## src/common/self_cmm_pkg.sv

```systemverilog
`default_nettype none

package self_cmm_pkg;

    // ---------------------------------------------------------------------
    // Widths
    // ---------------------------------------------------------------------
    localparam int CFG_WORD_W = 16;
    localparam int WORD_IDX_W = 8;
    localparam int CHN_TYPE_W = 5;
    localparam int BOX_MASK_W = 4;

    // Host data word, one per write strobe
    typedef logic [CFG_WORD_W-1:0] cfg_word_t;

    // Position of a word inside the frame
    typedef logic [WORD_IDX_W-1:0] word_idx_t;

    typedef logic [CHN_TYPE_W-1:0] chn_type_t;

    // One bit per slot of an extension box
    typedef logic [BOX_MASK_W-1:0] box_mask_t;

    typedef enum logic {
        ST_OPEN,
        ST_LOCKED
    } cfg_state_t;

    // ---------------------------------------------------------------------
    // Counts
    // ---------------------------------------------------------------------
    localparam int NUM_CHN = 14;
    localparam int NUM_BOX = 4;

    // ---------------------------------------------------------------------
    // Frame layout
    // ---------------------------------------------------------------------
    localparam word_idx_t IDX_CARD_LO   = 8'd0;
    localparam word_idx_t IDX_CARD_HI   = 8'd1;
    localparam word_idx_t IDX_VERSION   = 8'd3;
    localparam word_idx_t IDX_SLOT_EN   = 8'd4;
    localparam word_idx_t IDX_RUN_CYCLE = 8'd6;
    localparam word_idx_t IDX_REDUND    = 8'd7;

    // Channel pair p sits at word IDX_CHN_BASE + p
    localparam word_idx_t IDX_CHN_BASE  = 8'd20;

    // Box pair q sits at word IDX_BOX_BASE + q
    localparam word_idx_t IDX_BOX_BASE  = 8'd28;

    // Count value at which the loader locks
    localparam word_idx_t IDX_LOCK      = 8'd100;

    // Default channel type after reset
    localparam chn_type_t CHN_TYPE_COM3 = 5'd3;

    // Byte lanes of a data word
    localparam int LO_LSB = 0;
    localparam int HI_LSB = 8;

endpackage

`default_nettype wire

```

## src/verilog/cfg_word_counter.sv

```systemverilog
`timescale 1ns/1ps
`default_nettype none

module cfg_word_counter
    import self_cmm_pkg::*;
(
    input  logic      clk_emif,
    input  logic      rst_emif,
    input  logic      wr_sel,
    input  logic      wr_en,
    input  cfg_word_t wr_data,
    output logic      word_stb,
    output word_idx_t word_idx,
    output cfg_word_t word_data
);

    logic sel_d1;
    logic en_d1;

    // ---------------------------------------------------------------------
    // Input stage
    // ---------------------------------------------------------------------
    always_ff @(posedge clk_emif or negedge rst_emif) begin
        if (!rst_emif) begin
            sel_d1    <= 1'b0;
            en_d1     <= 1'b0;
            word_data <= '0;
        end else begin
            sel_d1    <= wr_sel;
            en_d1     <= wr_en;
            word_data <= wr_data;
        end
    end

    assign word_stb = sel_d1 & en_d1;

    // ---------------------------------------------------------------------
    // Word counter
    // ---------------------------------------------------------------------
    // Holds the index of the word currently in the input stage,
    // restarts whenever select drops
    always_ff @(posedge clk_emif or negedge rst_emif) begin
        if (!rst_emif) begin
            word_idx <= '0;
        end else if (!sel_d1) begin
            word_idx <= '0;
        end else if (en_d1) begin
            // Wraps at 256
            word_idx <= word_idx + 1'b1;
        end
    end

endmodule

`default_nettype wire

```

## src/verilog/cfg_frame_ctrl.sv

```systemverilog
`timescale 1ns/1ps
`default_nettype none

module cfg_frame_ctrl
    import self_cmm_pkg::*;
(
    input  logic       clk_emif,
    input  logic       rst_emif,
    input  logic       word_stb,
    input  word_idx_t  word_idx,
    output logic       cfg_wr_ok,
    output logic       ld_card_lo,
    output logic       ld_card_hi,
    output logic       ld_version,
    output logic       ld_slot_en,
    output logic       ld_run_cycle,
    output logic       ld_redund,
    output logic       ld_chn,
    output logic       ld_box,
    output logic [2:0] chn_pair,
    output logic       box_pair
);

    cfg_state_t state;
    cfg_state_t state_nxt;
    word_idx_t  chn_off;
    word_idx_t  box_off;

    // ---------------------------------------------------------------------
    // Lock FSM
    // ---------------------------------------------------------------------
    always_comb begin
        state_nxt = state;
        case (state)
            ST_OPEN: begin
                if (word_idx == IDX_LOCK) begin
                    state_nxt = ST_LOCKED;
                end
            end
            ST_LOCKED: begin
                // Only reset leaves this state
                state_nxt = ST_LOCKED;
            end
        endcase
    end

    always_ff @(posedge clk_emif or negedge rst_emif) begin
        if (!rst_emif) begin
            state <= ST_OPEN;
        end else begin
            state <= state_nxt;
        end
    end

    assign cfg_wr_ok = (state == ST_OPEN);

    // ---------------------------------------------------------------------
    // Word index decode
    // ---------------------------------------------------------------------
    // Offsets into the channel and box ranges
    assign chn_off = word_idx - IDX_CHN_BASE;
    assign box_off = word_idx - IDX_BOX_BASE;

    assign chn_pair = chn_off[2:0];
    assign box_pair = box_off[0];

    // Loads keep running after lock
    always_comb begin
        ld_card_lo   = word_stb && (word_idx == IDX_CARD_LO);
        ld_card_hi   = word_stb && (word_idx == IDX_CARD_HI);
        ld_version   = word_stb && (word_idx == IDX_VERSION);
        ld_slot_en   = word_stb && (word_idx == IDX_SLOT_EN);
        ld_run_cycle = word_stb && (word_idx == IDX_RUN_CYCLE);
        ld_redund    = word_stb && (word_idx == IDX_REDUND);
        ld_chn       = word_stb && (word_idx >= IDX_CHN_BASE)
                       && (chn_off < word_idx_t'(NUM_CHN / 2));
        ld_box       = word_stb && (word_idx >= IDX_BOX_BASE)
                       && (box_off < word_idx_t'(NUM_BOX / 2));
    end

endmodule

`default_nettype wire

```

## src/verilog/card_info_regs.sv

```systemverilog
`timescale 1ns/1ps
`default_nettype none

module card_info_regs
    import self_cmm_pkg::*;
(
    input  logic        clk_emif,
    input  logic        rst_emif,
    input  logic        ld_card_lo,
    input  logic        ld_card_hi,
    input  logic        ld_version,
    input  logic        ld_slot_en,
    input  logic        ld_run_cycle,
    input  logic        ld_redund,
    input  cfg_word_t   word_data,
    output logic [31:0] card_id,
    output cfg_word_t   code_version,
    output cfg_word_t   enable_slot,
    output cfg_word_t   run_cycle,
    output logic [7:0]  redundancy_mode
);

    // ---------------------------------------------------------------------
    // Card identity
    // ---------------------------------------------------------------------
    // Card ID arrives as two words, low half first
    always_ff @(posedge clk_emif or negedge rst_emif) begin
        if (!rst_emif) begin
            card_id <= '0;
        end else begin
            if (ld_card_lo) begin
                card_id[15:0] <= word_data;
            end
            if (ld_card_hi) begin
                card_id[31:16] <= word_data;
            end
        end
    end

    // ---------------------------------------------------------------------
    // Board parameters
    // ---------------------------------------------------------------------
    always_ff @(posedge clk_emif or negedge rst_emif) begin
        if (!rst_emif) begin
            code_version    <= '0;
            enable_slot     <= '0;
            run_cycle       <= '0;
            redundancy_mode <= '0;
        end else begin
            if (ld_version) begin
                code_version <= word_data;
            end
            if (ld_slot_en) begin
                enable_slot <= word_data;
            end
            if (ld_run_cycle) begin
                run_cycle <= word_data;
            end
            // Mode lives in the low byte only
            if (ld_redund) begin
                redundancy_mode <= word_data[LO_LSB +: 8];
            end
        end
    end

endmodule

`default_nettype wire

```

## src/verilog/slot_type_regs.sv

```systemverilog
`timescale 1ns/1ps
`default_nettype none

module slot_type_regs
    import self_cmm_pkg::*;
(
    input  logic                    clk_emif,
    input  logic                    rst_emif,
    input  logic                    ld_chn,
    input  logic      [2:0]         chn_pair,
    input  cfg_word_t               word_data,
    output chn_type_t [NUM_CHN-1:0] chn_type
);

    // ---------------------------------------------------------------------
    // Channel type registers
    // ---------------------------------------------------------------------
    // One word per channel pair, even channel in the low byte,
    // odd channel in the high byte
    always_ff @(posedge clk_emif or negedge rst_emif) begin
        if (!rst_emif) begin
            chn_type <= {NUM_CHN{CHN_TYPE_COM3}};
        end else if (ld_chn) begin
            for (int p = 0; p < NUM_CHN / 2; p++) begin
                if (chn_pair == 3'(p)) begin
                    chn_type[2*p]   <= word_data[LO_LSB +: CHN_TYPE_W];
                    chn_type[2*p+1] <= word_data[HI_LSB +: CHN_TYPE_W];
                end
            end
        end
    end

endmodule

`default_nettype wire

```

## src/verilog/ex_box_topology.sv

```systemverilog
`timescale 1ns/1ps
`default_nettype none

module ex_box_topology
    import self_cmm_pkg::*;
(
    input  logic                    clk_emif,
    input  logic                    rst_emif,
    input  logic                    ld_box,
    input  logic                    box_pair,
    input  cfg_word_t               word_data,
    output box_mask_t [NUM_BOX-1:0] ex_box_data_ena,
    output box_mask_t [NUM_BOX-1:0] ex_box_cfg_ena
);

    box_mask_t [NUM_BOX-1:0] cfg_nxt;
    box_mask_t               taken;

    // ---------------------------------------------------------------------
    // Data enable masks
    // ---------------------------------------------------------------------
    always_ff @(posedge clk_emif or negedge rst_emif) begin
        if (!rst_emif) begin
            ex_box_data_ena <= '0;
        end else if (ld_box) begin
            // Even box from the low byte, odd box from the high byte
            ex_box_data_ena[2*box_pair]   <= word_data[LO_LSB +: BOX_MASK_W];
            ex_box_data_ena[2*box_pair+1] <= word_data[HI_LSB +: BOX_MASK_W];
        end
    end

    // ---------------------------------------------------------------------
    // Configure enables
    // ---------------------------------------------------------------------
    // Lowest-numbered box wins each slot bit
    always_comb begin
        taken = '0;
        for (int b = 0; b < NUM_BOX; b++) begin
            cfg_nxt[b] = ex_box_data_ena[b] & ~taken;
            taken      = taken | ex_box_data_ena[b];
        end
    end

    always_ff @(posedge clk_emif or negedge rst_emif) begin
        if (!rst_emif) begin
            ex_box_cfg_ena <= '0;
        end else begin
            ex_box_cfg_ena <= cfg_nxt;
        end
    end

endmodule

`default_nettype wire

```

## src/verilog/self_cmm.sv

```systemverilog
`timescale 1ns/1ps
`default_nettype none

module self_cmm
    import self_cmm_pkg::*;
(
    input  logic                    clk_emif,
    input  logic                    rst_emif,
    input  logic                    wr_sel,
    input  logic                    wr_en,
    input  cfg_word_t               wr_data,
    output logic                    cfg_wr_ok,
    output logic [31:0]             card_id,
    output cfg_word_t               code_version,
    output cfg_word_t               enable_slot,
    output cfg_word_t               run_cycle,
    output logic [7:0]              redundancy_mode,
    output chn_type_t [NUM_CHN-1:0] chn_type,
    output box_mask_t [NUM_BOX-1:0] ex_box_data_ena,
    output box_mask_t [NUM_BOX-1:0] ex_box_cfg_ena
);

    logic       word_stb;
    word_idx_t  word_idx;
    cfg_word_t  word_data;
    logic       ld_card_lo;
    logic       ld_card_hi;
    logic       ld_version;
    logic       ld_slot_en;
    logic       ld_run_cycle;
    logic       ld_redund;
    logic       ld_chn;
    logic       ld_box;
    logic [2:0] chn_pair;
    logic       box_pair;

    // ---------------------------------------------------------------------
    // Input stage and frame control
    // ---------------------------------------------------------------------
    cfg_word_counter word_counter_i (
        .clk_emif, .rst_emif, .wr_sel, .wr_en, .wr_data,
        .word_stb, .word_idx, .word_data
    );

    cfg_frame_ctrl frame_ctrl_i (
        .clk_emif, .rst_emif, .word_stb, .word_idx, .cfg_wr_ok,
        .ld_card_lo, .ld_card_hi, .ld_version, .ld_slot_en,
        .ld_run_cycle, .ld_redund, .ld_chn, .ld_box, .chn_pair, .box_pair
    );

    // ---------------------------------------------------------------------
    // Field registers
    // ---------------------------------------------------------------------
    card_info_regs card_info_i (
        .clk_emif, .rst_emif, .ld_card_lo, .ld_card_hi, .ld_version,
        .ld_slot_en, .ld_run_cycle, .ld_redund, .word_data, .card_id,
        .code_version, .enable_slot, .run_cycle, .redundancy_mode
    );

    slot_type_regs slot_type_i (
        .clk_emif, .rst_emif, .ld_chn, .chn_pair, .word_data, .chn_type
    );

    ex_box_topology ex_box_i (
        .clk_emif, .rst_emif, .ld_box, .box_pair, .word_data,
        .ex_box_data_ena, .ex_box_cfg_ena
    );

endmodule

`default_nettype wire

```

## config.mk

```make
export PLATFORM = sky130hd
export DESIGN_NAME = self_cmm
export DESIGN_NICKNAME = d
export VERILOG_FILES = /design/src/common/self_cmm_pkg.sv /design/src/verilog/cfg_word_counter.sv /design/src/verilog/cfg_frame_ctrl.sv /design/src/verilog/card_info_regs.sv /design/src/verilog/slot_type_regs.sv /design/src/verilog/ex_box_topology.sv /design/src/verilog/self_cmm.sv
export SDC_FILE = /design/constraint.sdc
export NUM_CORES = 1
export LEC_CHECK = 0
export BUFFER_PORTS_ARGS = -buffer_cell sky130_fd_sc_hd__buf_2
export CAP_MARGIN = 20
export CORE_UTILIZATION = 48
export CTS_CLUSTER_DIAMETER = 150
export DETAILED_ROUTE_END_ITERATION = 8
export PLACE_DENSITY = 0.77
export RECOVER_POWER = 50
export SYNTH_ARGS = -nofsm -noshare
export SYNTH_HDL_FRONTEND = slang
export SYNTH_SLANG_ARGS = --single-unit
```

## constraint.sdc

```tcl
create_clock -name clk_emif -period 2.62 [get_ports clk_emif]
set_input_delay 0.524 -clock clk_emif [delete_from_list [all_inputs] [get_ports clk_emif]]
set_output_delay 0.524 -clock clk_emif [all_outputs]
set_load 0.05 [all_outputs]
```

==> impl_metrics.toml <==
[routing]
num_vias = 5030
post-route-drc-count = 0
drt_iter0_markers = 166
highest_layer = "met4"
wl_um = 19770
met3_length_um = 1447
viasPerCell = 5.191
drt-met1-wl_um = 8131
routed-wl-met2_um = 9908
wl_per_cell_um = 20.40
firstDrtPassIters = 4
postRouteAntennaNets = 0

[logic_synthesis]
synth-seq-area-share_pct = 66.10
ys_async_sr_fraction_pct = 100.0
synthFlopType = "dfrtp_1"
syn_inst = 506
synth_cell_types = 32
synth-edff-count = 0
synth.largest_area_cell = "dfrtp_1"
syn_avg_cell_area_um2 = 16.34
syn_area_um2 = 8268
synthTopCellsByCount = "189 x dfrtp_1, 173 x mux2_2, 28 x dfstp_2, 14 x clkbuf_1, 12 x nand2_1"
synth_seq_cells = 217
yosysMostFrequentCell = "dfrtp_1"
synth_nets = 537
synth.top_cells.by_area = "dfrtp_1 57%, mux2_2 24%, dfstp_2 8.9%, ha_1 1.7%, nor4_4 0.77%"
synth_top_area_share_pct = 57.20
ys_warn_count = 0

[grt]
overflow = 0
grt_pass1_wl_um = 30990
grt_start_max_net_pins = 57
track_usage_pct = 22.71
antenna_found_initial = 0
grt_pass1_vias = 5366

[cts]
clock-sinks = 217
clk_latency_ns = 0.51
cts_tree = "yes"
cts_root_buf = "clkbuf_16"
htree_levels = 1
cts_buffer_depth = 3
cts_buffers = 23
cts.clk_slew.worst_paths_ns = 0.06

[sta]
setup_tns_ns = 0
period_share_pct = 92.05
hold_viol_final = 0
fmaxAchievable_ghz = 0.4146
fin_ws_ns = 0.2082
clock_skew_ns = 0.01898
finalSetupViolCount = 0
period_needed_ns = 2.412
rsz0062_at_grt = "no"
tightestPinTransition_ns = 1.338
drv_slew = 0
relSlewSlack_pct = 10.82

[placed_design]
gp_congestion = 0.7976
placedCellCount = 925
placed_cell_area_um2 = 9638
portBuffers = 210
dp_hpwl_um = 13680
pre_cts_ws_ns = 0.1460

[floorplan]
die_area_um2 = 17750
die_y_um = 133.2
die_w_um = 133.2
coreArea_um2 = 16700
num_rows = 47
floorplan.initialDensity_pct = 49.51
top_level_ports = 211

[pwr]
cellLeakagePower_nw = 5.403
p_per_area_nw_per_um2 = 821.3
vdd_drop_max_v = 0.0008563
power.total_mw = 8.523

[worst_setup_path]
crit_arrival_ns = 2.79
ff2ff_setup_slack_ns = 0.21
cp-end-kind = "flip-flop"
r2r-end = "slot_type_i.chn_type[14]$_DFFE_PN0P_"
r2r_cells = 6
cp_max_fo = 10
critical_path_required_ns = 3.00
r2r-start = "word_counter_i.word_idx[3]$_DFFE_PN0P_"
worstSetupPathType = "reg -> reg"
setup.worst_path.start_class = "flip-flop"

[layout]
area_growth_pct = 25.52
layout-drive-gt1-share_pct = 56.48
antenna_cells = 0
final_cells = 969
final_cell_area_um2 = 10380
nNetsFinal = 763
fillCellCount = 1332

[worst_hold_path]
min_path_cells = 1
min_from = "wr_data[13]"
hold_end = "word_counter_i.word_data[13]$_DFF_PN0_"
hold_class = "in -> reg"

[run]
max_cap_violations = 0

[run_status]
status = "complete, no violations"
[critical path: stages, from the launching register on]
cell	delay (ns)
dfrtp_1	0.49
inv_1	0.13
ha_1	0.20
xor2_1	0.24
nand4_4	0.28
nor3_4	0.56
mux2_2	0.40
[timing repair]
action                                  CTS  global route
endpoints found under the setup margin    0            13
buffers inserted                          0             1
hold buffers                              1             0
resized for setup                         0             1
hold endpoints to repair                 41             0
[routing by layer]
layer  track usage, %  vias up
li1                 -     2211
met3            6.126       19
met5                0        -
met2            39.03      188
met1            28.91     2612
met4            4.609        0
[layout make-up]
| cell class | count | area (um^2) | area share [%] |
|---|---|---|---|
| well taps | 220 | 275.3 | 2.653 |
| clock inverters | 11 | 142.6 | 1.374 |
| clock buffers | 31 | 645.6 | 6.221 |
| repair buffers | 228 | 1179 | 11.36 |
| inverters | 8 | 30.03 | 0.2894 |
| flip-flops and latches | 217 | 5465 | 52.66 |
| multi-input cells | 254 | 2640 | 25.44 |
[stage by stage]
step / hold slack [ns] / util, %
2_1_floorplan: 0.2284 / -
3_3_place_gp: 0.4472 / 57.71
3_5_place_dp: 0.4475 / 57.71
4_1_cts: 0.1070 / 62.49
5_1_grt: 0.1072 / 62.14
6_report: 0.1182 / 62.14
[worst max-delay path by stage]
stage | startpoint | to | slack [ns] | cells past startpoint
finish | word_counter_i.word_idx[3]$_DFFE_PN0P_ | slot_type_i.chn_type[14]$_DFFE_PN0P_ | 0.21 | 6
global route | word_counter_i.word_idx[3]$_DFFE_PN0P_ | slot_type_i.chn_type[13]$_DFFE_PN0P_ | 0.02 | 6
CTS | word_counter_i.word_idx[2]$_DFFE_PN0P_ | slot_type_i.chn_type[7]$_DFFE_PN0P_ | 0.13 | 6
detailed placement | word_counter_i.word_idx[3]$_DFFE_PN0P_ | slot_type_i.chn_type[7]$_DFFE_PN0P_ | 0.15 | 6
global placement | word_counter_i.word_idx[2]$_DFFE_PN0P_ | slot_type_i.chn_type[4]$_DFFE_PN0P_ | 0.28 | 6
floorplan | word_counter_i.word_idx[2]$_DFFE_PN0P_ | slot_type_i.chn_type[42]$_DFFE_PN0P_ | 0.17 | 7
[sequential cells by signal, indices dropped and copies added, names as in the netlist, 8 cells and up]
name / count
slot_type_i.chn_type: 70
card_info_i.card_id: 32
card_info_i.code_version: 16
card_info_i.enable_slot: 16
card_info_i.run_cycle: 16
ex_box_i.ex_box_cfg_ena: 16
ex_box_i.ex_box_data_ena: 16
word_counter_i.word_data: 16
card_info_i.redundancy_mode: 8
word_counter_i.word_idx: 8
[cells in the final DEF, fill, tap and decap left out, types with 2 or more instances in the layout]
cell	instances
and2_0	4
and4_1	3
buf_12	5
buf_2	157
buf_4	9
bufinv_16	3
clkbuf_1	56
clkbuf_16	23
clkbuf_2	4
clkbuf_8	4
clkinv_2	4
clkinvlp_4	2
dfrtp_1	189
dfstp_2	28
ha_1	11
inv_1	8
inv_6	2
mux2_2	173
mux2i_1	2
nand2_1	12
nand3_1	2
nand4_1	2
nor2_1	2
nor2b_1	7
nor3_4	3
nor3b_1	4
nor4_4	3
nor4b_1	4
o21ai_0	3
xnor2_1	4
xor2_1	5
[logic make-up (layout without fill, tap and decap cells)]
group                      after synthesis  in the layout  synth area share, %
adders and majority gates               11             11                1.665
xor gates and xnor gates                 9              9               0.9533
AOI/OAI and AO/OA                        5              5               0.3329
buffers and inverters                   35            278                1.998
muxes                                  176            176                23.94
and+or+nand+nor                         53             53                5.009
DFF                                    217            217                66.10
[report_power, final]
part | total [mW] | switching (mW) | leakage, nW | internal, mW
combinational | 1.43 | 1.09 | 2.21 | 0.338
clock | 3.33 | 1.29 | 0.384 | 2.03
sequential | 3.77 | 0.174 | 2.81 | 3.60
total | 8.52 | 2.56 | 5.40 | 5.97
(Power assumes the default switching activity.)
